**src/hdl/CpuPkg.sv**
```systemverilog
`default_nettype none

package CpuPkg;

    typedef logic [31:0] word_t;
    typedef logic [4:0] regIdx_t;

    // primary opcode field, instr[31:26]
    typedef enum logic [5:0] {
        OP_RTYPE = 6'b000000,
        OP_J     = 6'b000010,
        OP_JAL   = 6'b000011,
        OP_BEQ   = 6'b000100,
        OP_BGTZ  = 6'b000111,
        OP_ADDI  = 6'b001000,
        OP_ORI   = 6'b001101,
        OP_LUI   = 6'b001111,
        OP_LB    = 6'b100000,
        OP_LW    = 6'b100011,
        OP_SW    = 6'b101011
    } opcode_t;

    // function field of R-type, instr[5:0]
    typedef enum logic [5:0] {
        FN_SLL  = 6'b000000,
        FN_JR   = 6'b001000,
        FN_JALR = 6'b001001,
        FN_ADD  = 6'b100000,
        FN_SUB  = 6'b100010,
        FN_XOR  = 6'b100110
    } funct_t;

    localparam word_t resetPc = 32'h0000_3000;
    localparam int dmemWords = 256;           // 1 KiB of words
    localparam regIdx_t linkReg = 5'd31;      // $ra

endpackage

`default_nettype wire

```
**src/hdl/RegFile.sv**
```systemverilog
`timescale 1ns/1ps
`default_nettype none

module RegFile
    import CpuPkg::*;
(
    input  logic    clk,
    input  logic    rst,
    input  regIdx_t rs,
    input  regIdx_t rt,
    input  logic    we,
    input  regIdx_t wd,
    input  word_t   wdata,
    output word_t   rsData,
    output word_t   rtData
);

    word_t regs [32];

    always_ff @(posedge clk) begin
        if (rst) begin
            for (int i = 0; i < 32; i++) begin
                regs[i] <= '0;
            end
        end else if (we && (wd != '0)) begin                     // $zero stays zero
            regs[wd] <= wdata;
        end
    end

    assign rsData = (rs == '0) ? '0 : regs[rs];
    assign rtData = (rt == '0) ? '0 : regs[rt];

endmodule

`default_nettype wire

```
**config.mk**
```make
export PLATFORM = sky130hd
export DESIGN_NAME = RegFile
export DESIGN_NICKNAME = d
export VERILOG_FILES = /design/src/hdl/CpuPkg.sv /design/src/hdl/RegFile.sv
export SDC_FILE = /design/constraint.sdc
export NUM_CORES = 2
export LEC_CHECK = 0
export ABC_AREA = 1
export BUFFER_PORTS_ARGS = -buffer_cell sky130_fd_sc_hd__buf_2
export CELL_PAD_IN_SITES_DETAIL_PLACEMENT = 1
export CELL_PAD_IN_SITES_GLOBAL_PLACEMENT = 1
export CORE_ASPECT_RATIO = 1.4
export CORE_MARGIN = 5
export CORE_UTILIZATION = 48
export DETAILED_ROUTE_END_ITERATION = 10
export PLACE_DENSITY_LB_ADDON = 0.12
export REMOVE_ABC_BUFFERS = 1
export SLEW_MARGIN = 20
export SYNTH_ARGS = -nofsm -noshare
export SYNTH_HDL_FRONTEND = slang
export SYNTH_SLANG_ARGS = --single-unit
```
**constraint.sdc**
```tcl
create_clock -name clk -period 2.5 [get_ports clk]
set_input_delay 0.25 -clock clk [delete_from_list [all_inputs] [get_ports clk]]
set_output_delay 0.25 -clock clk [all_outputs]
set_load 0.02 [all_outputs]
```
==> metrics.md <==
| Metric | Value |
|---|---|
| Outcome | finished clean |
| Comb power frac | 0.157 |
| Max-capacitance violation count | 0 |
| Layout cells sized above 1 | 0.114 |
| Critical path arrival | roughly 2200 ps |
| Seq/Total Area, Yosys | 0.544 |
| Synth Area per Inst | 7.79 µm² |
| Clock-pin transition on the worst setup and hold timing paths | 60 ps |
| Initial Utilization | 0.481 |
| Min Hold Slack | 136 ps |
| Routability cong. | just over 0.9 |
| Total global routing track utilization | 0.397 |
| Post-CTS setup buffers | 0 |
| CTS buffer count | approximately 110 |
| Total design power | ~0.043 W |
| Chip height | 416 µm |
| Most frequent cells in the layout | nand2_1 (1,993), nor2_1 (1,733), edfxtp_1 (1,024) |
| #FFs+latches synth | 1,024 |
| Power per cell area | ~660 nW/µm² |
| Max reg flops | around 1,000 |
| Tmin final | 2480 ps |
| Fillers | approximately 14,000 |
| Cell row count | between 100 and 150 |
| Nets | about 7,400 |
| Crit. End Element | output port |
| Grt ovf | 0 |
| VDD IR max | ~0.64 mV |
| Clock share of power | 0.374 |
| Setup CP Type | reg2out |
| Slew Limit Fails | 0 |
| Sw Ratio | 0.286 |
| CP Data Required Time | approximately 2300 ps |
| H-tree depth | 3 |
| Post-synth top area share | 0.544 |
| Post-synthesis instance area | 56,500 µm² |
| CTS Hold Buffers Added | 0 |
| Yosys top cell by area | edfxtp_1 |
| Area Overhead vs Synth | 16.0% |
| Final Util | 0.558 |
| Ratio of final minimum period to clock period | 0.992 |
| Routed wire length | approximately 260,000 µm |
| Routed len/inst | just under 30 µm |
| Port buffer count | about 110 |
| Vias in the first global route | roughly 58,000 |
| Synth Warn # | 0 |
| Worst setup SP type | flip-flop |
| Int Pwr | ~0.031 W |
| Number of remaining DRC errors | 0 |
| Most common cell after layout, fill and taps aside | nand2_1 |
| Lkg Pwr | approximately 27 nW |
| Router iterations before antenna repair | 6 |
| Die Area | between 100,000 and 150,000 µm² |
| IO Pins | ~110 |
| First-pass GRT wire length | around 370,000 µm |
| RSZ-0062 raised after global routing | yes |
| Regs by FF count | regs x1024 |
| Die width | 300 µm |
| FMAX | approximately 0.40 GHz |
| Final Hold Vio Count | 0 |
| Min-delay worst type | in2reg |
| Slew headroom | 0.441 |
| Net Sw Power | 0.0124 W |
| CTS Root Cell | clkbuf_16 |
| Area of the core | between 100,000 and 150,000 µm² |
| Pin count of the biggest net entering global routing | between 70 and 80 |
| Top cells by area, synth | edfxtp_1 (54%), nand2_1 (14%), nor2_1 (12%), nand3_1 (8.7%), o21ai_0 (3.5%) |
| CTS tree | yes |
| Gate Count Post-Synth | roughly 7,300 |
| Final setup vio count | 0 |
| Post-DP HPWL | 161,000 µm |
| Worst-Margin Slew | ~840 ps |
| Initial antenna violation count | 2 |
| Sequential power share | 0.469 |
| Vias/cell | ~6.4 |
| Post-synth cell types | 19 |
| Vias | between 50,000 and 60,000 |
| Clock sink count | 1,024 |
| 1st-iter DRT viols | ~6,700 |
| Worst-path fanout max | 2 |
| Top reg by flops | regs |
| Antenna-violating nets left | 0 |
| Max clock buf depth | 3 |
metal layers:
layer | part of all wire | track usage | vias up
met5 | 0 | 0 | -
met4 | 0.080 | 0.271 | 0
met3 | 0.10 | 0.0742 | 1105
met2 | 0.47 | 0.659 | 3545
met1 | 0.35 | 0.468 | 28300
li1 | - | - | 23900
layout make-up:
class	instances	area, µm²	area share
antenna	1	2.50	0.0000382
multi-input combinational	5476	23100	0.352
timing repair buffer	536	5830	0.0889
clock inverter	59	562	0.00857
inverter	156	624	0.00952
clock buffer	133	2860	0.0436
sequential	1024	30700	0.469
tap	1510	1890	0.0288
path summary, 6_finish.rpt:
path                                  startpoint  cells after the start                        end
worst min-delay path                    wdata[2]                      4  regs[31][2]$_SDFFCE_PN0P_
worst max-delay path  regs[13][16]$_SDFFCE_PN0P_                      9                 rsData[16]
Yosys cell counts:
cell / count
nand2_1: 2082
nor3_1: 8
o21ai_1: 41
buf_1: 56
nor2_1: 1787
o211ai_1: 22
buf_6: 3
edfxtp_1: 1024
nand3_1: 984
clkinv_1: 3
o21ai_0: 396
conb_1: 1
inv_2: 2
nand4_1: 1
clkbuf_1: 299
inv_1: 151
buf_2: 264
buf_4: 5
a21oi_1: 123
timing repair:
item | 4_1_cts | 5_1_grt
pin swaps | 3 | 25
cloned | 0 | 1
endpoints found under the setup margin | 25 | 43
resized for setup | 39 | 78
through the flow:
stage	instance area (µm²)	worst slack (ps)	cells	TNS, ps
2_1_floorplan	53900	-4290	6656	-636020
3_3_place_gp	61800	68.4	8701	0
3_5_place_dp	61800	30.2	8701	0
4_1_cts	65300	0.313	8893	0
5_1_grt	65600	-27.7	8894	-50.5
6_report	65600	20.4	8895	0
power by group through the flow:
stage,combinational (W),clock (W),sequential (W)
2_1_floorplan,0.00319,0,0.0205
3_3_place_gp,0.00635,0,0.0206
3_5_place_dp,0.00651,0,0.0207
4_1_cts,0.00660,0.0163,0.0203
5_1_grt,0.00719,0.0170,0.0204
6_report,0.00682,0.0162,0.0204
kinds of logic (layout without fill, tap and decap cells):
group | count (synthesis) | after routing | synth area share
simple gates | 4862 | 4862 | 0.345
flops | 1024 | 1024 | 0.544
buf+inv | 783 | 884 | 0.0586
compound gates | 582 | 582 | 0.0525
other cells | 1 | 33 | 0.0000663
worst max-delay path: stages, from the launching register on:
cell and delay (ps):
edfxtp_1 420, nand2_1 100, nand3_1 100, nand3_1 120, nand2_1 70, nand2_1 140, nand2_1 120, nor2_4 190
nor2_1 100, buf_2 170
No activity file was read; power rests on OpenSTA's default activity.
