File: src/hdl/CpuPkg.sv
`default_nettype none

package CpuPkg;

    typedef logic [31:0] word_t;
    typedef logic [4:0] regIdx_t;

    // primary opcode field, instr[31:26]
    typedef enum logic [5:0] {
        OP_RTYPE = 6'b000000,
        OP_J     = 6'b000010,
        OP_JAL   = 6'b000011,
        OP_BEQ   = 6'b000100,
        OP_BGTZ  = 6'b000111,
        OP_ADDI  = 6'b001000,
        OP_ORI   = 6'b001101,
        OP_LUI   = 6'b001111,
        OP_LB    = 6'b100000,
        OP_LW    = 6'b100011,
        OP_SW    = 6'b101011
    } opcode_t;

    // function field of R-type, instr[5:0]
    typedef enum logic [5:0] {
        FN_SLL  = 6'b000000,
        FN_JR   = 6'b001000,
        FN_JALR = 6'b001001,
        FN_ADD  = 6'b100000,
        FN_SUB  = 6'b100010,
        FN_XOR  = 6'b100110
    } funct_t;

    localparam word_t resetPc = 32'h0000_3000;
    localparam int dmemWords = 256;           // 1 KiB of words
    localparam regIdx_t linkReg = 5'd31;      // $ra

endpackage

`default_nettype wire

File: src/hdl/CtrlPkg.sv
`default_nettype none

package CtrlPkg;

    typedef enum logic [2:0] {
        ALU_ADD = 3'b000,
        ALU_SUB = 3'b001,
        ALU_XOR = 3'b010,
        ALU_OR  = 3'b011,
        ALU_SLL = 3'b100
    } aluOp_t;

    typedef enum logic [2:0] {
        WB_ALU     = 3'b000,
        WB_MEMWORD = 3'b001,
        WB_LUI     = 3'b010,
        WB_LINK    = 3'b011,
        WB_MEMBYTE = 3'b100
    } wbSel_t;

    typedef enum logic [2:0] {
        EXT_ZERO  = 3'b000,
        EXT_SIGN  = 3'b001,
        EXT_UPPER = 3'b010
    } extMode_t;

    typedef enum logic [1:0] {
        DST_RT = 2'b00,
        DST_RD = 2'b01,
        DST_RA = 2'b10
    } dstSel_t;

    typedef enum logic [2:0] {
        NPC_SEQ    = 3'b000,
        NPC_BRANCH = 3'b001,
        NPC_JUMP   = 3'b010,
        NPC_REG    = 3'b100
    } npcMode_t;

endpackage

`default_nettype wire

File: src/hdl/PcUnit.sv
`timescale 1ns/1ps
`default_nettype none

module PcUnit
    import CpuPkg::*, CtrlPkg::*;
(
    input  logic        clk,
    input  logic        rst,
    input  npcMode_t    npcMode,
    input  logic        isBeq,
    input  logic        isBgtz,
    input  word_t       rsData,
    input  word_t       rtData,
    input  word_t       extImm,
    input  logic [25:0] jumpIndex,
    output word_t       pc,
    output word_t       pcPlus4
);

    logic  taken;
    word_t branchTarget;
    word_t jumpTarget;
    word_t nextPc;

    assign pcPlus4 = pc + 32'd4;

    // condition only matters in branch mode
    assign taken = (isBeq && (rsData == rtData))
                 | (isBgtz && ($signed(rsData) > 0));

    assign branchTarget = pcPlus4 + {extImm[29:0], 2'b00};
    assign jumpTarget   = {pcPlus4[31:28], jumpIndex, 2'b00};

    always_comb begin
        case (npcMode)
            NPC_BRANCH: nextPc = taken ? branchTarget : pcPlus4;
            NPC_JUMP:   nextPc = jumpTarget;
            NPC_REG:    nextPc = rsData;                         // jr, jalr
            default:    nextPc = pcPlus4;
        endcase
    end

    always_ff @(posedge clk) begin
        if (rst) begin
            pc <= resetPc;
        end else begin
            pc <= nextPc;
        end
    end

endmodule

`default_nettype wire

File: config.mk
export PLATFORM = sky130hd
export DESIGN_NAME = PcUnit
export DESIGN_NICKNAME = d
export VERILOG_FILES = /design/src/hdl/CpuPkg.sv /design/src/hdl/CtrlPkg.sv /design/src/hdl/PcUnit.sv
export SDC_FILE = /design/constraint.sdc
export NUM_CORES = 1
export LEC_CHECK = 0
export BUFFER_PORTS_ARGS = -buffer_cell sky130_fd_sc_hd__buf_2
export CAP_MARGIN = 20
export CORE_ASPECT_RATIO = 1.4
export CORE_MARGIN = 1
export CORE_UTILIZATION = 50
export DETAILED_ROUTE_END_ITERATION = 7
export GPL_TIMING_DRIVEN = 0
export HOLD_SLACK_MARGIN = 0.03
export PLACE_DENSITY_LB_ADDON = 0.1
export SLEW_MARGIN = 25
export SYNTH_ARGS = -nofsm -noshare
export SYNTH_HDL_FRONTEND = slang
export SYNTH_SLANG_ARGS = --single-unit
File: constraint.sdc
create_clock -name clk -period 8.5 [get_ports clk]
set_input_delay 0.425 -clock clk [delete_from_list [all_inputs] [get_ports clk]]
set_output_delay 0.425 -clock clk [all_outputs]
set_load 0.005 [all_outputs]
==> flow_metrics.py <==
metrics = {
    "outcome": {
        "status": "complete, no violations",
    },
    "critical_path": {
        "crit_chain": "ha_1 -> nand4_1 -> nor2_1 -> and3_1 -> nand3_1 -> xnor2_1 -> ha_1 -> and2_1 -> nor2b_1 -> a211oi_1 -> a41oi_1 -> or4_1 -> a31oi_1 -> xor2_1 -> o22ai_1",
        "cp-start-kind": "flip-flop",
        "worstSetupPathType": "flip-flop to flip-flop",
        "end_kind": "flip-flop",
        "crit_fanout": 5,
        "crit_path_top_delay_cell": "a211oi_1",
        "path_delay_family": "simple AND/OR/NAND/NOR gates",
        "crit_path_frequent_cell": "ha_1",
        "crit_required_ns": 8.64,
        "crit_buf_inv": 0,
        "cpPeakStageDelay_ns": 0.54,
        "cp.arrival_ns": 4.73,
    },
    "cts": {
        "numClockSinks": 32,
        "post-cts-setup-buffers": 0,
        "ctsHoldBuffers": 0,
        "clkSlewWorstSetupHoldPaths_ns": 0.06,
        "cts.path.max_buffers": 2,
        "cts_buffers": 5,
        "cts_tree": "yes",
        "cts_htree_levels": 2,
        "cts_root_buf": "clkbuf_16",
        "cts-resized-gates": 0,
        "clkLatencyLatePin_ns": 0.28,
    },
    "pwr": {
        "swShare_pct": 39.9,
        "netSwitchingPower_uw": 298,
        "seq_power_share_pct": 24.2,
        "p_leak_uw": 0.00274,
        "internal-power_uw": 449,
        "irDropWorstVdd_v": 0.0000899,
        "comb_power_share_pct": 47.2,
        "p_per_area_mw_per_mm2": 128,
        "clkPwrFrac_pct": 28.6,
    },
    "synth": {
        "syn_nets": 821,
        "synth.largest_area_cell": "dfxtp_1",
        "postSynthCellCount": 657,
        "synthFlopType": "dfxtp_1",
        "syn_area_mm2": 0.00459,
        "seq_area_frac_synth_pct": 13.9,
        "synth.area.top_cells": "dfxtp_1, xnor2_1, ha_1",
        "yosysMostFrequentCell": "nand2_1",
        "synth_top_area_share_pct": 13.9,
        "syn_avg_cell_area_um2": 6.99,
        "synth_common_cells": "nand2_1, o21ai_0, nor2_1, a21oi_1, xnor2_1",
        "yosysWarnings": 0,
        "synth_edf_count": 0,
        "ys_async_sr_fraction_pct": 0,
        "synthDistinctLibCells": 65,
        "ys_ff_latch": 32,
    },
    "global_routing": {
        "grt-busiest-layer": "met2",
        "gr-total-overflow": 0,
        "antenna_found_initial": 0,
        "grt_pass1_wl_um": 27700,
        "met2_usage_pct": 65.4,
        "grt_max_degree": 12,
        "globalRouteMet3Util_pct": 3.23,
        "met1_usage_pct": 43.7,
        "track_usage_pct": 36.5,
        "grt_pass1_vias": 5404,
    },
    "timing": {
        "period_share_pct": 54.1,
        "rsz0062_at_grt": "false",
        "skew_ns": 0.00226,
        "finalSetupViolCount": 0,
        "hold_violations": 0,
        "maxSlewHeadroom_pct": 50.9,
        "slew_violations": 0,
        "tightest_slew_ns": 0.733,
        "timing.final.crit_period_ns": 4.60,
        "max_freq_ghz": 0.218,
        "fin_tns_setup_ns": 0,
    },
    "route": {
        "final_antenna_net_count": 0,
        "drt-vias-per-instance": 6.17,
        "wl_per_cell_um": 19.1,
        "routed_wl_um": 18300,
        "route.detailed.drc": 0,
        "first_pass_iters": 5,
        "routed-via-count": 5913,
        "drtIter0Drc": 425,
    },
    "finish": {
        "regMostFlops": "pc",
        "largestRegisters": "pc x32",
        "nNetsFinal": 1015,
        "area_delta_synth_final_pct": 26.9,
        "final_core_util_pct": 64.9,
        "final_cell_area_mm2": 0.00583,
        "final_layout_size_suffix_gt1_share_pct": 26.1,
        "antenna-diode-count": 0,
        "largest_register_ffs": 32,
    },
    "placement": {
        "portBuffers": 187,
        "place.gp.congestion": 0.946,
        "place_hpwl_um": 15000,
        "dpl_cell_area_mm2": 0.00566,
    },
    "floorplanning": {
        "io_pins": 193,
        "dieArea_mm2": 0.00958,
        "fp.dieH_um": 115,
        "coreArea_mm2": 0.00898,
        "initial_core_util_pct": 51.2,
        "core.rowCount": 41,
        "die_w_um": 83.0,
    },
    "job": {
        "drv_cap": 0,
    },
    "hold_path": {
        "hold_class": "flip-flop to flip-flop",
    },
}
[path summary, 6_finish.rpt]
check | from | to | slack, ns | cells after the start
hold reg to reg | pc[0] | pc[0] | 0.53 | 2
setup / recovery | pc[2] | pc[28] | 3.90 | 15
hold / removal | pc[0] | pc[0] | 0.53 | 2
setup reg to reg | pc[2] | pc[28] | 3.90 | 15
[cell families (layout without fill, tap and decap cells)]
kind of cell | count (synthesis) | in the layout | share of synthesized area [%]
adder cells (fa/ha/maj) | 35 | 35 | 9.70
flip-flops | 32 | 32 | 13.9
AO/OA/AOI/OAI | 223 | 223 | 30.2
buffers and inverters | 52 | 247 | 4.49
AND/OR/NAND/NOR | 228 | 228 | 24.2
XOR/XNOR | 86 | 86 | 17.2
multiplexers | 1 | 1 | 0.218
[power by group through the flow]
stage | logic, µW | clock network, µW | registers [µW]
6_report | 352 | 214 | 180
5_1_grt | 384 | 221 | 182
3_5_place_dp | 344 | 0 | 183
3_3_place_gp | 338 | 0 | 183
2_1_floorplan | 218 | 0 | 181
4_1_cts | 347 | 213 | 180
[stage by stage]
| step | hold WS (ns) | cells | worst slack [ns] | power (µW) |
|---|---|---|---|---|
| final | 0.529 | 959 | 3.90 | 747 |
| after global routing | 0.547 | 959 | 3.65 | 787 |
| after CTS | 0.526 | 959 | 4.03 | 740 |
| after detailed placement | 0.518 | 951 | 4.08 | 527 |
| after global placement | 0.509 | 951 | 4.09 | 521 |
| after floorplan | 0.496 | 657 | 4.80 | 399 |
[worst register-to-register path: stages (launching register included)]
cell	delay [ns]
dfxtp_1	0.39
ha_1	0.24
nand4_1	0.32
nor2_1	0.26
and3_1	0.22
nand3_1	0.10
xnor2_1	0.32
ha_1	0.36
and2_1	0.20
nor2b_1	0.13
a211oi_1	0.54
a41oi_1	0.35
or4_1	0.48
a31oi_1	0.26
xor2_1	0.17
o22ai_1	0.11
[per-layer routing]
layer,up-vias,routed length [µm],part of all wire (%)
li1,2790,-,-
met3,58,1050,5.7
met4,0,900,4.9
met1,2759,7180,39
met5,-,0,0
met2,306,9200,50
[layout by cell type (no fill, tap or decap), types with 3 or more instances in the layout]
| cell type | n |
|---|---|
| and3_1 | 4 |
| a31o_2 | 4 |
| nor3_1 | 14 |
| a221oi_1 | 6 |
| a211o_1 | 3 |
| nor2_1 | 68 |
| inv_1 | 23 |
| o21ai_0 | 69 |
| o311ai_0 | 3 |
| clkbuf_1 | 21 |
| a22o_1 | 4 |
| nor4_1 | 13 |
| o21a_1 | 11 |
| a211oi_1 | 4 |
| a31oi_1 | 11 |
| o2bb2ai_1 | 4 |
| ha_1 | 34 |
| o21ai_1 | 3 |
| nand4_1 | 13 |
| o221ai_1 | 3 |
| or3_1 | 3 |
| a21o_1 | 7 |
| buf_2 | 190 |
| o22ai_1 | 8 |
| xnor2_2 | 5 |
| nor2b_1 | 5 |
| dfxtp_1 | 32 |
| xor2_1 | 32 |
| a21oi_1 | 63 |
| clkbuf_16 | 5 |
| nand3_1 | 13 |
| nand2b_1 | 6 |
| xnor2_1 | 49 |
| nand2_1 | 71 |
[final cells by class]
class / instances / area [µm²]
buffer: 27 / 113
clock buffer: 5 / 125
clock inverter: 3 / 42.5
fill: 853 / 3150
inverter: 25 / 93.8
multi-input combinational: 573 / 3750
sequential: 32 / 641
tap: 107 / 134
timing repair buffer: 187 / 936
No activity file was read; power rests on OpenSTA's default activity.
