$ cat src/hdl/CpuPkg.sv
`default_nettype none

package CpuPkg;

    typedef logic [31:0] word_t;
    typedef logic [4:0] regIdx_t;

    // primary opcode field, instr[31:26]
    typedef enum logic [5:0] {
        OP_RTYPE = 6'b000000,
        OP_J     = 6'b000010,
        OP_JAL   = 6'b000011,
        OP_BEQ   = 6'b000100,
        OP_BGTZ  = 6'b000111,
        OP_ADDI  = 6'b001000,
        OP_ORI   = 6'b001101,
        OP_LUI   = 6'b001111,
        OP_LB    = 6'b100000,
        OP_LW    = 6'b100011,
        OP_SW    = 6'b101011
    } opcode_t;

    // function field of R-type, instr[5:0]
    typedef enum logic [5:0] {
        FN_SLL  = 6'b000000,
        FN_JR   = 6'b001000,
        FN_JALR = 6'b001001,
        FN_ADD  = 6'b100000,
        FN_SUB  = 6'b100010,
        FN_XOR  = 6'b100110
    } funct_t;

    localparam word_t resetPc = 32'h0000_3000;
    localparam int dmemWords = 256;           // 1 KiB of words
    localparam regIdx_t linkReg = 5'd31;      // $ra

endpackage

`default_nettype wire

$ cat src/hdl/CtrlPkg.sv
`default_nettype none

package CtrlPkg;

    typedef enum logic [2:0] {
        ALU_ADD = 3'b000,
        ALU_SUB = 3'b001,
        ALU_XOR = 3'b010,
        ALU_OR  = 3'b011,
        ALU_SLL = 3'b100
    } aluOp_t;

    typedef enum logic [2:0] {
        WB_ALU     = 3'b000,
        WB_MEMWORD = 3'b001,
        WB_LUI     = 3'b010,
        WB_LINK    = 3'b011,
        WB_MEMBYTE = 3'b100
    } wbSel_t;

    typedef enum logic [2:0] {
        EXT_ZERO  = 3'b000,
        EXT_SIGN  = 3'b001,
        EXT_UPPER = 3'b010
    } extMode_t;

    typedef enum logic [1:0] {
        DST_RT = 2'b00,
        DST_RD = 2'b01,
        DST_RA = 2'b10
    } dstSel_t;

    typedef enum logic [2:0] {
        NPC_SEQ    = 3'b000,
        NPC_BRANCH = 3'b001,
        NPC_JUMP   = 3'b010,
        NPC_REG    = 3'b100
    } npcMode_t;

endpackage

`default_nettype wire

$ cat src/hdl/Alu.sv
`timescale 1ns/1ps
`default_nettype none

module Alu
    import CpuPkg::*, CtrlPkg::*;
(
    input  aluOp_t      aluOp,
    input  extMode_t    extMode,
    input  logic        aluSrc,
    input  word_t       a,
    input  word_t       b,
    input  logic [15:0] imm16,
    input  logic [4:0]  shamt,
    output word_t       result,
    output word_t       extImm
);

    word_t opB;

    always_comb begin
        case (extMode)
            EXT_SIGN:  extImm = {{16{imm16[15]}}, imm16};
            EXT_UPPER: extImm = {imm16, 16'h0000};               // lui
            default:   extImm = {16'h0000, imm16};
        endcase
    end

    assign opB = aluSrc ? extImm : b;

    // add and sub simply wrap
    always_comb begin
        case (aluOp)
            ALU_SUB: result = a - opB;
            ALU_XOR: result = a ^ opB;
            ALU_OR:  result = a | opB;
            ALU_SLL: result = opB << shamt;                      // shifts rt
            default: result = a + opB;
        endcase
    end

endmodule

`default_nettype wire

$ cat config.mk
export PLATFORM = sky130hd
export DESIGN_NAME = Alu
export DESIGN_NICKNAME = d
export VERILOG_FILES = /design/src/hdl/CpuPkg.sv /design/src/hdl/CtrlPkg.sv /design/src/hdl/Alu.sv
export SDC_FILE = /design/constraint.sdc
export NUM_CORES = 1
export LEC_CHECK = 0
export BUFFER_PORTS_ARGS = -buffer_cell sky130_fd_sc_hd__buf_2
export CAP_MARGIN = 20
export CORE_MARGIN = 4
export CORE_UTILIZATION = 35
export DETAILED_ROUTE_END_ITERATION = 6
export SLEW_MARGIN = 10
export SYNTH_ARGS = -nofsm -noshare
export SYNTH_HDL_FRONTEND = slang
export SYNTH_SLANG_ARGS = --single-unit
$ cat constraint.sdc
create_clock -name vclk -period 6.5
set_input_delay 1.3 -clock vclk [all_inputs]
set_output_delay 1.3 -clock vclk [all_outputs]
set_load 0.05 [all_outputs]
==> impl_metrics.csv, run 1 <==
group,metric,value,unit
timing,final-max-slew-violation-count,0,
synthesis,yosysMostFrequentCell,"a21oi_1",
timing,slew_headroom,0.320,
detailed_routing,via_per_inst,5.70,
synthesis,yosys.area.top_type,"ha_1",
timing,period_share,1.01,
placement,place_area,8730,sq um
synthesis,syn_nets,1061,
power_and_ir_drop,ir_drop,69.4,uV
grt,grt_max_degree,60,
cts,cts_hold_buf,0,
synthesis,synth_area,6480,sq um
timing,final_hold_viol_count,0,
power_and_ir_drop,power_leakage,4.47,nW
synthesis,avgSynthCellArea,7.17,sq um
synthesis,synthTopCellsByCount,"103 x a21oi_1, 72 x nand2_1, 67 x nor2_1",
detailed_routing,dr.pass1.iters,5,
setup_path,max_stage_delay,0.43,ns
placement,io_buffer_count,156,
timing,tightestPinTransition,1.02,ns
detailed_routing,wl,27.3,mm
timing,fmax,0.152,GHz
synthesis,ys_warn_count,0,
grt,overflow,0,
setup_path,crit_path_end_kind,"output port",
layout,seq_area,0,sq um
timing,layout_setup_ws,-0.0581,ns
floorplanning,die_x,144,um
synthesis,seq_area_frac_synth,0,
layout,stdcell_area,9550,sq um
synthesis,postSynthCellCount,904,
grt,grt_use_total,0.249,
setup_path,path_cells,"buf_6 -> and4bb_4 -> buf_6 -> a21oi_4 -> buf_6 -> nor4_4 -> buf_4 -> buf_6 -> a31oi_4 -> xnor2_2 -> ha_4 -> buf_6 -> a2111o_1 -> o221ai_2 -> o21ai_2 -> and2_4 -> or3_4 -> a41oi_2 -> mux2i_1 -> a22oi_2 -> buf_6",
floorplanning,io_pins,156,
outcome,violations,"setup timing",
layout,drive_above_1_share,0.439,
layout,multi_input_area,6600,sq um
setup_path,crit_path_start_kind,"input port",
grt,grt_pass1_wl,41.5,mm
floorplanning,rows,49,
timing,fin_crit,6.56,ns
detailed_routing,drtIter0Drc,553,
setup_path,crit_fanout,8,
grt,antenna_found_initial,1,
layout,antenna_cells,0,
layout,fillers,1752,
layout,area.growth.synth_to_final,47.3,%
floorplanning,die_h,144,um
setup_path,arrival,5.26,ns
power_and_ir_drop,power_density,147,nW/um^2
floorplanning,die_area,20800,sq um
timing,timing.final.setup_violations,2,
flow_run,cap_violations,0,
synthesis,ys_types,81,
timing,rsz0062_at_grt,"true",
synthesis,synth_top_area_frac,0.124,
layout,design.seq.count,0,
detailed_routing,dr_total_vias,8106,
setup_path,required,5.20,ns
synthesis,synth_area_leaders,"ha_1 12%, mux4_2 11%, a21oi_1 8.0%",
grt,grt_pass1_vias,7767,
setup_path,crit_type,"in -> out",
detailed_routing,route.detailed.drc,0,
worst_hold_path,hold_class,"in -> out",
floorplanning,initial_core_util,0.358,
placement,place_hpwl,22.6,mm
layout,num-clock-buffers,0,
outcome,status,"finished, violations left",
setup_path,crit_top_cell,"buf_6",
layout,nNetsFinal,1352,
detailed_routing,routedWlPerCell,19.2,um
power_and_ir_drop,finalPower,0.00140,W
setup_path,slowest_stage,"and4bb_4",
detailed_routing,ant_nets,0,
placement,place_congestion,0.995,
floorplanning,core,18100,sq um
[worst max-delay path: cells and delay by family]
kind	cells	cell delay, ns
compound gates	7	1.05
xor+xnor	1	0.19
fa+ha+maj	1	0.20
buf+inv	7	0.91
mux	1	0.23
simple gates	4	1.35
[cell families (layout without fill, tap and decap cells)]
family,after synthesis,after routing,synth area share
xor+xnor,56,56,0.0757
compound gates,305,305,0.296
simple gates,258,258,0.207
buf+inv,124,413,0.0799
fa+ha+maj,65,65,0.127
mux,96,96,0.214
[stage by stage]
step                      std cells  setup WS (ns)  hold WS (ns)  setup TNS (ns)  utilization
after CTS                      1414        -0.0298          3.03         -0.0803        0.498
after global routing           1422         -0.210          3.06           -1.21        0.528
after global placement         1411         -0.230          3.03           -1.26        0.483
after floorplan                 904       -0.00235          2.84        -0.00235            -
final                          1422        -0.0581          3.04          -0.107        0.528
after detailed placement       1411         -0.295          3.03           -1.72        0.483
[final cells by class]
type / instances / share of cell area
inverter: 64 / 0.0252
tap: 229 / 0.0300
multi-input combinational: 780 / 0.691
timing repair buffer: 349 / 0.254
[per-layer routing]
| layer | vias to the layer above | routed length (um) | GRT usage |
|---|---|---|---|
| met1 | 3760 | 12400 | 0.371 |
| met2 | 368 | 11900 | 0.392 |
| li1 | 3932 | - | - |
| met3 | 44 | 2230 | 0.0188 |
| met5 | - | 7 | 0 |
| met4 | 2 | 712 | 0.0545 |
[where the power goes]
part / switching, W / internal [W]
logic: 0.000834 / 0.000571
clock network: 0 / 0
registers: 0 / 0
total: 0.000834 / 0.000571
[placed cells by master, fill, tap and decap left out, drive strengths merged, types with 18 or more instances in the layout]
cell type and n:
o21ai 73, mux2i 55, xnor2 38, xor2 18
buf 347, nor2 78, a21oi 104, nor2b 20
a21o 18, inv 62, nand2 72, nand2b 18
mux4 32, ha 64
[worst paths after layout]
path / depth (start not counted) / end / slack [ns] / startpoint
setup / recovery: 21 / result[20] / -0.06 / extMode[0]
hold / removal: 3 / extImm[7] / 3.04 / imm16[7]
[what timing repair did]
action,CTS,global route
resized for setup,51,101
gates cloned,1,2
buffers inserted,2,7
endpoints found under the setup margin,12,17
pin swaps,8,31
Power figures use the tool's default switching activity.
==> run 2: changes to the inputs <==
--- a/config.mk
+++ b/config.mk
@@ -14,3 +14,4 @@
 export SYNTH_ARGS = -nofsm -noshare
 export SYNTH_HDL_FRONTEND = slang
 export SYNTH_SLANG_ARGS = --single-unit
+export TNS_END_PERCENT = 50
==> run 2 against run 1 <==
  * The flow now finishes without violations
  * Worst setup slack improved by 0.15 ns
  * Cell area decreased by 2.0%
  * Power decreased by 1.3%
  * Global-route usage increased by 0.19 points
  * First-iteration DRC count increased by 25%
  * Sequential share of layout area unchanged
  * Cell count decreased by 1.1%
  * Flip-flop and latch count unchanged
  * Wire length increased by 0.72%
  * Via count increased by 1.2%
  * Die area unchanged
  * Maximum frequency increased by 2.3%
  * Largest power group unchanged
==> impl_metrics.csv, run 2 (synthesis gave the netlist of run 1 again) <==
group,metric,value,unit
outcome,status,"completed",
setup_path,max_stage_delay,0.43,ns
setup_path,crit_path_start_kind,"input port",
grt,antenna_found_initial,0,
worst_hold_path,holdCritStartpoint,"imm16[13]",
timing,fin_crit,6.41,ns
layout,final_common_cell,"buf_4",
grt,grt_use_total,0.251,
detailed_routing,wl_met3,2.26,mm
floorplanning,io_pins,156,
power_and_ir_drop,switchingPower,0.000834,W
setup_path,crit_path_end_kind,"output port",
detailed_routing,dr.pass1.iters,5,
power_and_ir_drop,switching_share,0.601,
setup_path,crit_type,"in -> out",
timing,fmax,0.156,GHz
layout,area.growth.synth_to_final,44.3,%
grt,overflow,0,
layout,stdcell_area,9350,sq um
timing,final-max-slew-violation-count,0,
flow_run,cap_violations,0,
layout,finish.utilization,0.517,
setup_path,crit_family,"compound AO/OA/AOI/OAI gates",
detailed_routing,wl_met2,12.2,mm
floorplanning,die_x,144,um
floorplanning,core,18100,sq um
floorplanning,rows,49,
setup_path,required,5.20,ns
floorplanning,die_h,144,um
placement,place_area,8550,sq um
layout,num-clock-buffers,0,
detailed_routing,wl,27.5,mm
timing,period_share,0.986,
detailed_routing,m1WireLength,12.4,mm
setup_path,path_cells,"buf_6 -> and4bb_2 -> buf_12 -> or2_4 -> ha_4 -> and3_4 -> buf_4 -> a31oi_1 -> xnor2_1 -> ha_1 -> and4_1 -> o221ai_2 -> o21a_1 -> a211o_1 -> a41oi_4 -> nor2_1 -> a21oi_2 -> o2111ai_2 -> buf_6",
timing,tightestPinTransition,1.04,ns
power_and_ir_drop,power_frac_seq,0,
grt,grt_pass1_vias,7746,
worst_hold_path,hold_class,"in -> out",
power_and_ir_drop,power_density,148,nW/um^2
power_and_ir_drop,finalPower,0.00139,W
layout,antenna_cells,0,
setup_path,cp-startpoint,"aluSrc",
grt,grt_pass1_wl,41.9,mm
detailed_routing,route.detailed.drc,0,
power_and_ir_drop,comb_power_share,1.000,
timing,final_hold_viol_count,0,
placement,place_hpwl,22.5,mm
setup_path,crit_top_cell,"buf_6",
layout,drive_above_1_share,0.432,
detailed_routing,via_per_inst,5.83,
setup_path,slowest_stage,"ha_1",
timing,timing.final.setup_violations,0,
timing,rsz0062_at_grt,"true",
layout,fillers,1753,
setup_path,timing.critical_path.buf_inv,4,
placement,place_congestion,1.03,
detailed_routing,ant_nets,0,
floorplanning,die_area,20800,sq um
placement,io_buffer_count,156,
power_and_ir_drop,ir_drop,76.9,uV
detailed_routing,drtIter0Drc,691,
layout,final_cell_mix,"171 x buf_4, 142 x buf_2, 90 x a21oi_1, 69 x nand2_1, 60 x nor2_1",
layout,design.seq.count,0,
detailed_routing,dr_total_vias,8206,
setup_path,arrival,5.11,ns
detailed_routing,routedWlPerCell,19.5,um
setup_path,crit_fanout,8,
grt,grt_max_degree,65,
detailed_routing,highest-signal-layer,"met4",
layout,multi_input_area,6570,sq um
power_and_ir_drop,power_leakage,4.37,nW
power_and_ir_drop,intPower,0.000553,W
power_and_ir_drop,p_clk_frac,0,
layout,seq_area,0,sq um
layout,nNetsFinal,1337,
timing,fin_tns_setup,0,ns
floorplanning,initial_core_util,0.358,
timing,slew_headroom,0.306,
## run 2: cell type report
type | count | share of cell area
multi-input combinational | 780 | 0.702
timing repair buffer | 334 | 0.241
tap | 229 | 0.0306
inverter | 64 | 0.0257
## run 2: final timing paths
path          to  slack, ns  depth (start not counted)
max   result[30]       0.09                         19
min   extImm[13]       3.03                          3
## run 2: layer usage
layer | up-vias | GRT usage
met2 | 384 | 0.395
met1 | 3849 | 0.370
met5 | - | 0
met4 | 0 | 0.0491
li1 | 3924 | -
met3 | 49 | 0.0281
## run 2: what timing repair did
item,in CTS,in global routing
pin swaps,16,38
buffers inserted,8,10
endpoints found under the setup margin,16,18
hold buffers,0,0
endpoints found under the hold margin,0,0
resized for setup,54,100
## run 2: power by group through the flow
stage	clock network [W]	registers, W	logic [W]
after global routing	0	0	0.00149
after global placement	0	0	0.00124
after floorplan	0	0	0.000836
final	0	0	0.00139
after detailed placement	0	0	0.00124
after CTS	0	0	0.00129
## run 2: through the flow
stage	instances	hold slack, ns	setup WS (ns)
4_1_cts	1401	3.03	0.000242
5_1_grt	1407	3.05	-0.0673
3_3_place_gp	1393	3.03	-0.305
2_1_floorplan	904	2.84	-0.173
6_report	1407	3.03	0.0899
3_5_place_dp	1393	3.03	-0.387
