<file path="src/hdl/CpuPkg.sv">
`default_nettype none

package CpuPkg;

    typedef logic [31:0] word_t;
    typedef logic [4:0] regIdx_t;

    // primary opcode field, instr[31:26]
    typedef enum logic [5:0] {
        OP_RTYPE = 6'b000000,
        OP_J     = 6'b000010,
        OP_JAL   = 6'b000011,
        OP_BEQ   = 6'b000100,
        OP_BGTZ  = 6'b000111,
        OP_ADDI  = 6'b001000,
        OP_ORI   = 6'b001101,
        OP_LUI   = 6'b001111,
        OP_LB    = 6'b100000,
        OP_LW    = 6'b100011,
        OP_SW    = 6'b101011
    } opcode_t;

    // function field of R-type, instr[5:0]
    typedef enum logic [5:0] {
        FN_SLL  = 6'b000000,
        FN_JR   = 6'b001000,
        FN_JALR = 6'b001001,
        FN_ADD  = 6'b100000,
        FN_SUB  = 6'b100010,
        FN_XOR  = 6'b100110
    } funct_t;

    localparam word_t resetPc = 32'h0000_3000;
    localparam int dmemWords = 256;           // 1 KiB of words
    localparam regIdx_t linkReg = 5'd31;      // $ra

endpackage

`default_nettype wire

</file>
<file path="src/hdl/CtrlPkg.sv">
`default_nettype none

package CtrlPkg;

    typedef enum logic [2:0] {
        ALU_ADD = 3'b000,
        ALU_SUB = 3'b001,
        ALU_XOR = 3'b010,
        ALU_OR  = 3'b011,
        ALU_SLL = 3'b100
    } aluOp_t;

    typedef enum logic [2:0] {
        WB_ALU     = 3'b000,
        WB_MEMWORD = 3'b001,
        WB_LUI     = 3'b010,
        WB_LINK    = 3'b011,
        WB_MEMBYTE = 3'b100
    } wbSel_t;

    typedef enum logic [2:0] {
        EXT_ZERO  = 3'b000,
        EXT_SIGN  = 3'b001,
        EXT_UPPER = 3'b010
    } extMode_t;

    typedef enum logic [1:0] {
        DST_RT = 2'b00,
        DST_RD = 2'b01,
        DST_RA = 2'b10
    } dstSel_t;

    typedef enum logic [2:0] {
        NPC_SEQ    = 3'b000,
        NPC_BRANCH = 3'b001,
        NPC_JUMP   = 3'b010,
        NPC_REG    = 3'b100
    } npcMode_t;

endpackage

`default_nettype wire

</file>
<file path="src/hdl/Controller.sv">
`timescale 1ns/1ps
`default_nettype none

module Controller
    import CpuPkg::*, CtrlPkg::*;
(
    input  opcode_t  opcode,
    input  funct_t   funct,
    output aluOp_t   aluOp,
    output logic     memRead,
    output logic     memWrite,
    output logic     regWrite,
    output wbSel_t   wbSel,
    output extMode_t extMode,
    output logic     aluSrc,
    output dstSel_t  dstSel,
    output npcMode_t npcMode,
    output logic     isBeq,
    output logic     isBgtz
);

    //////////////////////////////
    // instruction classes, one-hot
    //////////////////////////////
    logic rType;
    logic opAdd, opSub, opXor, opSll, opJr, opJalr;
    logic opOri, opAddi, opLui, opLw, opLb, opSw;
    logic opBeq, opBgtz, opJ, opJal;

    assign rType  = (opcode == OP_RTYPE);
    assign opAdd  = rType && (funct == FN_ADD);
    assign opSub  = rType && (funct == FN_SUB);
    assign opXor  = rType && (funct == FN_XOR);
    assign opSll  = rType && (funct == FN_SLL);
    assign opJr   = rType && (funct == FN_JR);
    assign opJalr = rType && (funct == FN_JALR);
    assign opOri  = (opcode == OP_ORI);
    assign opAddi = (opcode == OP_ADDI);
    assign opLui  = (opcode == OP_LUI);
    assign opLw   = (opcode == OP_LW);
    assign opLb   = (opcode == OP_LB);
    assign opSw   = (opcode == OP_SW);
    assign opBeq  = (opcode == OP_BEQ);
    assign opBgtz = (opcode == OP_BGTZ);
    assign opJ    = (opcode == OP_J);
    assign opJal  = (opcode == OP_JAL);

    //////////////////////////////
    // control fields
    //////////////////////////////
    assign aluOp = opSub ? ALU_SUB :
                   opXor ? ALU_XOR :
                   opOri ? ALU_OR  :
                   opSll ? ALU_SLL :
                   ALU_ADD;                                      // addi, loads, stores

    assign memRead  = opLw | opLb;
    assign memWrite = opSw;
    assign regWrite = opAdd | opSub | opXor | opSll | opJalr | opOri | opAddi
                    | opLui | opLw | opLb | opJal;

    assign wbSel = opLw           ? WB_MEMWORD :
                   opLui          ? WB_LUI     :
                   (opJal|opJalr) ? WB_LINK    :
                   opLb           ? WB_MEMBYTE :
                   WB_ALU;

    assign extMode = (opAddi | opLw | opLb | opSw | opBeq | opBgtz) ? EXT_SIGN :
                     opLui ? EXT_UPPER :
                     EXT_ZERO;                                   // ori

    assign aluSrc = opOri | opAddi | opLui | opLw | opLb | opSw;

    assign dstSel = (opAdd | opSub | opXor | opSll | opJalr) ? DST_RD :
                    opJal ? DST_RA :
                    DST_RT;

    assign npcMode = (opBeq | opBgtz) ? NPC_BRANCH :
                     (opJ | opJal)    ? NPC_JUMP   :
                     (opJr | opJalr)  ? NPC_REG    :
                     NPC_SEQ;                                    // also unknown encodings

    assign isBeq  = opBeq;
    assign isBgtz = opBgtz;

endmodule

`default_nettype wire

</file>
<file path="config.mk">
export PLATFORM = sky130hd
export DESIGN_NAME = Controller
export DESIGN_NICKNAME = d
export VERILOG_FILES = /design/src/hdl/CpuPkg.sv /design/src/hdl/CtrlPkg.sv /design/src/hdl/Controller.sv
export SDC_FILE = /design/constraint.sdc
export NUM_CORES = 1
export LEC_CHECK = 0
export BUFFER_PORTS_ARGS = -buffer_cell sky130_fd_sc_hd__buf_2
export CORE_AREA = 8 8 45 47
export DETAILED_ROUTE_END_ITERATION = 6
export DIE_AREA = 0 0 53 55
export GPL_TIMING_DRIVEN = 0
export SETUP_SLACK_MARGIN = 0.4
export SYNTH_ARGS = -nofsm -noshare
export SYNTH_HDL_FRONTEND = slang
export SYNTH_SLANG_ARGS = --single-unit
</file>
<file path="constraint.sdc">
create_clock -name vclk -period 1.9
set_input_delay 0.19 -clock vclk [all_inputs]
set_output_delay 0.19 -clock vclk [all_outputs]
set_load 0.03 [all_outputs]
</file>
==> out/metrics.yaml, run 1 <==
yosys:
  synth.top_cell.area_share: 0.1268
  syn-mean-instance-area_um2: 6.023
  netlist_area_um2: 355.3
  ys_types: 27
  synth_fp_nets: 71
  synth_warnings: 0
  ys_seq_area_frac: 0
  synth_cells: 59
  synthTopCellsByArea: "nor2_1 (13%), a2111oi_4 (7.7%), o21ai_0 (7.0%), nand3_1 (5.6%), and3_1 (5.3%)"
  yosys.area.top_type: "nor2_1"
layout:
  drive_gt1_frac: 0.6020
  ff_latch_area_um2: 0
  fin_util: 0.5678
  instances_no_fill: 114
  n_fill_cell: 124
  diodes: 0
  clock_buffer_count: 0
  final_nets: 112
  syn_to_final_growth_pct: 121.1
  seq_cells: 0
floorplan:
  initial_core_util: 0.2568
  die_x_um: 53
  rows: 14
  dieArea_um2: 2915
  ioPinCount: 32
  die_h_um: 55
  core_area_um2: 1384
critical_path:
  worstPathRequired_ps: 1710
  cp-end-kind: "primary output"
  crit_path_start: "opcode[1]"
  worstSetupStartpointType: "input pin"
  criticalPathCategory: "input pin to primary output"
  cp.arrival_ps: 1610
  crit_path_max_fanout: 3
detailed_routing:
  drt-wirelength-per-cell_um: 13.79
  drcViolationCount: 0
  drt_pass1_iterations: 4
  viasPerCell: 5.088
  routed_wl_um: 1572
  ant_nets: 0
  num_vias: 580
  drt_iter0_drc: 7
flow_run:
  cap_violations: 0
placed_design:
  io_buffer_count: 31
  dpl.hpwl_um: 1114
  dp.cells: 106
  place.gp.congestion: 0.7664
pwr:
  p_per_area_nw_per_um2: 166.9
  peakVddDrop_uv: 98.98
  p_leak_uw: 0.0003536
global_route:
  antenna_found_initial: 0
  grt_pass1_wl_um: 2428
  gr-total-overflow: 0
  grt_max_degree: 11
  track_usage: 0.1020
  grt_pass1_vias: 547
hold_path:
  worstHoldStart: "funct[2]"
  hold_path_class: "input pin to primary output"
sta:
  finalCritPeriodShare: 0.9459
  hold_violations: 0
  rsz0062_at_grt: "true"
  max_freq_ghz: 0.5564
  setup_viol: 0
  drv_slew: 0
  fin_crit_ps: 1797
run_status:
  status: "finished clean"
==> report_power, final <==
part,switching (uW),internal [uW]
registers,0,0
logic,72.6,58.5
clock network,0,0
==> layer usage <==
metal	share of wire	track usage	vias to the layer above
met1	0.40	0.1254	254
met4	0	0	0
met3	0.12	0.02941	0
li1	-	-	298
met5	0	0	-
met2	0.48	0.1816	28
==> worst paths after layout <==
kind	to	cells past startpoint	slack (ps)
worst max-delay path	wbSel[0]	6	100
worst min-delay path	aluOp[0]	3	750
==> through the flow <==
step | power, uW | setup slack (ps) | area (um^2) | setup TNS (ps) | hold slack, ps
2_1_floorplan | 60.62 | 153.0 | 404.1 | 0 | 435.1
3_3_place_gp | 97.15 | -90.58 | 579.3 | -310.1 | 722.4
3_5_place_dp | 97.75 | -121.8 | 579.3 | -356.9 | 733.1
4_1_cts | 124.9 | 95.20 | 750.7 | 0 | 735.8
5_1_grt | 141.9 | 52.06 | 785.8 | 0 | 777.1
6_report | 131.2 | 102.7 | 785.8 | 0 | 753.2
==> placed cells by master (no fill, tap or decap), drive strengths merged, types with 3 or more instances in the layout <==
cell and n:
and3 3, or3 3, buf 41, o21ai 5, nand2 3, nor2 12
or4 3, nand3 4
==> repair_timing <==
| action | in CTS | in global routing |
|---|---|---|
| setup endpoints to repair | 10 | 15 |
| hold buffers | 0 | 0 |
| setup buffers | 6 | 2 |
| gates resized for setup | 36 | 8 |
| pin swaps | 7 | 7 |
==> cell type report <==
cell class,instances,area [um^2],share of cell area
inverter,2,7.507,0.009554
tap,16,20.02,0.02548
timing repair buffer,39,315.3,0.4013
buffer,4,28.78,0.03662
multi-input combinational,53,414.1,0.5271
==> critical path, stage by stage <==
cell and delay [ps]:
buf_8 90, or2_1 220, buf_6 120, or4_4 490, a2111oi_4 290, buf_4 210
==> synthesized netlist by cell type <==
master / n
buf_6: 1
conb_1: 1
nor4b_1: 1
a21boi_0: 2
or2_1: 1
or4_4: 1
nor2_1: 12
o22ai_1: 2
or4_1: 2
xor2_1: 2
buf_4: 1
nor3_1: 2
and3_1: 3
nand2_1: 3
nand3b_1: 2
a21oi_1: 1
buf_1: 1
o32a_1: 1
or3_1: 3
a31oi_1: 1
nand3_1: 4
inv_1: 2
o21ai_0: 5
clkbuf_1: 1
nand4_1: 1
a2111oi_4: 1
nand2b_1: 2
==> cells by family (layout without fill, tap and decap cells) <==
family                    after synthesis  count (layout)  synth area share
AOI/OAI and AO/OA                      13              13            0.2852
xor gates and xnor gates                2               2           0.04930
buffers and inverters                   6              45           0.09506
other                                   1               1           0.01055
and+or+nand+nor                        37              37            0.5599
Note: power is estimated with default switching activity, not from simulation.
==> run 2, diff against run 1 <==
--- a/config.mk
+++ b/config.mk
@@ -6,10 +6,13 @@
 export NUM_CORES = 1
 export LEC_CHECK = 0
 export BUFFER_PORTS_ARGS = -buffer_cell sky130_fd_sc_hd__buf_2
-export CORE_AREA = 8 8 45 47
+export CELL_PAD_IN_SITES_DETAIL_PLACEMENT = 0
+export CELL_PAD_IN_SITES_GLOBAL_PLACEMENT = 1
+export CORE_MARGIN = 8
+export CORE_UTILIZATION = 24
 export DETAILED_ROUTE_END_ITERATION = 6
-export DIE_AREA = 0 0 53 55
 export GPL_TIMING_DRIVEN = 0
+export PLACE_DENSITY_LB_ADDON = 0.1
 export SETUP_SLACK_MARGIN = 0.4
 export SYNTH_ARGS = -nofsm -noshare
 export SYNTH_HDL_FRONTEND = slang
==> out/metrics.yaml, run 2 (synthesis gave the netlist of run 1 again) <==
run_status:
  status: "finished clean"
pwr:
  p_per_area_nw_per_um2: 171.5  # +2.7%
  peakVddDrop_uv: 66.74  # -33%
  p_switching_uw: 74.20  # +2.1%
  p_leak_uw: 0.0003391  # -4.1%
  clkPwrFrac: 0  # unchanged
  seq_power_share: 0  # unchanged
  power_frac_comb: 1.000  # about the same
  internal-power_uw: 57.09  # -2.4%
  switching_share: 0.5652  # +0.01126
detailed_routing:
  num_vias: 555  # -4.3%
  routed_wl_um: 1602  # +1.9%
  dr_wl_met3_um: 126  # -32%
  drcViolationCount: 0  # unchanged
  drt_pass1_iterations: 2  # -2
  routed-wl-met2_um: 774  # +3.2%
  viasPerCell: 5.045  # -0.83%
  ant_nets: 0  # unchanged
  drt-wirelength-per-cell_um: 14.56  # +5.6%
  highest_layer: "met3"
  drt_iter0_drc: 6  # -1
  wirelength_met1_um: 702  # +11%
floorplan:
  die_h_um: 54.48  # -0.95%
  ioPinCount: 32  # unchanged
  dieArea_um2: 2968  # +1.8%
  core_area_um2: 1454  # +5.1%
  rows: 14  # unchanged
  die_x_um: 54.48  # +2.8%
  initial_core_util: 0.2444  # -0.01237
sta:
  fin_crit_ps: 1834  # +36.68 ps
  max_freq_ghz: 0.5453  # -2.0%
  rsz0062_at_grt: "true"
  finalCritPeriodShare: 0.9652  # +0.01931
  relSlewSlack: 0.6569
  setup_viol: 0  # unchanged
  worst_pin_slew_ps: 510.0
  hold_violations: 0  # unchanged
  drv_slew: 0  # unchanged
  tns_ps: 0  # unchanged
global_route:
  grt_pass1_vias: 567  # +3.7%
  gr-total-overflow: 0  # unchanged
  grt_max_degree: 11  # unchanged
  grt_pass1_wl_um: 2587  # +6.5%
  antenna_found_initial: 0  # unchanged
  track_usage: 0.1073  # +0.005354
placed_design:
  place.gp.congestion: 0.7298  # -4.8%
  io_buffer_count: 31  # unchanged
  placed_cell_area_um2: 579.3  # unchanged
  dpl.hpwl_um: 1212  # +8.8%
  dp.cells: 106  # unchanged
critical_path:
  criticalPathCategory: "input pin to primary output"
  cp-end-kind: "primary output"
  cp.arrival_ps: 1640  # +30 ps
  worstPathRequired_ps: 1710  # about the same
  crit_end: "wbSel[0]"
  worstSetupStartpointType: "input pin"
  crit_path_max_fanout: 2  # -1
  crit_path_start: "opcode[0]"
layout:
  diodes: 0  # unchanged
  instances_no_fill: 110  # -3.5%
  layout_common_cells: "buf_2 (16), buf_6 (12), nor2_1 (11)"
  final_nets: 108  # -3.6%
  clock_buffer_count: 0  # unchanged
  ff_latch_area_um2: 0  # unchanged
  seq_cells: 0  # unchanged
  stdcell_area_um2: 765.7  # -2.5%
  layout_commonest_cell: "buf_2"
  syn_to_final_growth_pct: 115.5
  drive_gt1_frac: 0.6064  # +0.004342
hold_path:
  hold_path_class: "input pin to primary output"
cts:
  cts_hold_buf: 0  # unchanged
flow_run:
  cap_violations: 0  # unchanged
==> run 2: area by class of cell <==
class / count / area (um^2)
fill: 145 / 688.2
multi-input combinational: 53 / 417.9
timing repair buffer: 35 / 291.5
buffer: 4 / 28.78
tap: 16 / 20.02
inverter: 2 / 7.507
==> run 2: worst min-delay path by stage <==
stage | slack [ps] | to | start | cells after the start
floorplan | 440 | wbSel[0] | opcode[4] | 1
global placement | 720 | aluOp[0] | funct[2] | 3
detailed placement | 740 | aluOp[0] | funct[2] | 3
CTS | 680 | aluSrc | opcode[4] | 3
global route | 690 | aluSrc | opcode[4] | 3
finish | 680 | aluSrc | opcode[4] | 3
==> run 2: critical path, stage by stage <==
cell	delay, ps
buf_8	90
or2_4	240
buf_6	120
or4_4	510
a2111oi_4	310
buf_6	180
==> run 2: what timing repair did <==
action,4_1_cts,5_1_grt
setup endpoints to repair,10,15
pin swaps,12,4
endpoints found under the hold margin,0,0
resized for setup,40,5
setup buffers,4,0
==> run 2: power by group through the flow <==
stage	registers, uW	clock network, uW	logic [uW]
global route	0	0	141
detailed placement	0	0	99.9
global placement	0	0	99.3
finish	0	0	131
CTS	0	0	127
floorplan	0	0	60.6
==> run 2: per-layer routing <==
| layer | global-route usage | up-vias |
|---|---|---|
| met5 | 0 | - |
| met4 | 0.004098 | 0 |
| met3 | 0.01087 | 0 |
| met2 | 0.1985 | 15 |
| met1 | 0.1359 | 250 |
| li1 | - | 290 |
==> run 2: stage by stage <==
stage / hold WS (ps) / total power [uW] / setup slack, ps / utilization
5_1_grt: 687.1 / 141.3 / 28.79 / 0.5267
6_report: 676.3 / 131.3 / 66.06 / 0.5267
3_3_place_gp: 723.8 / 99.30 / -130.0 / 0.3985
4_1_cts: 679.2 / 127.4 / 14.02 / 0.5146
2_1_floorplan: 435.1 / 60.62 / 153.0 / -
3_5_place_dp: 737.4 / 99.95 / -153.9 / 0.3985
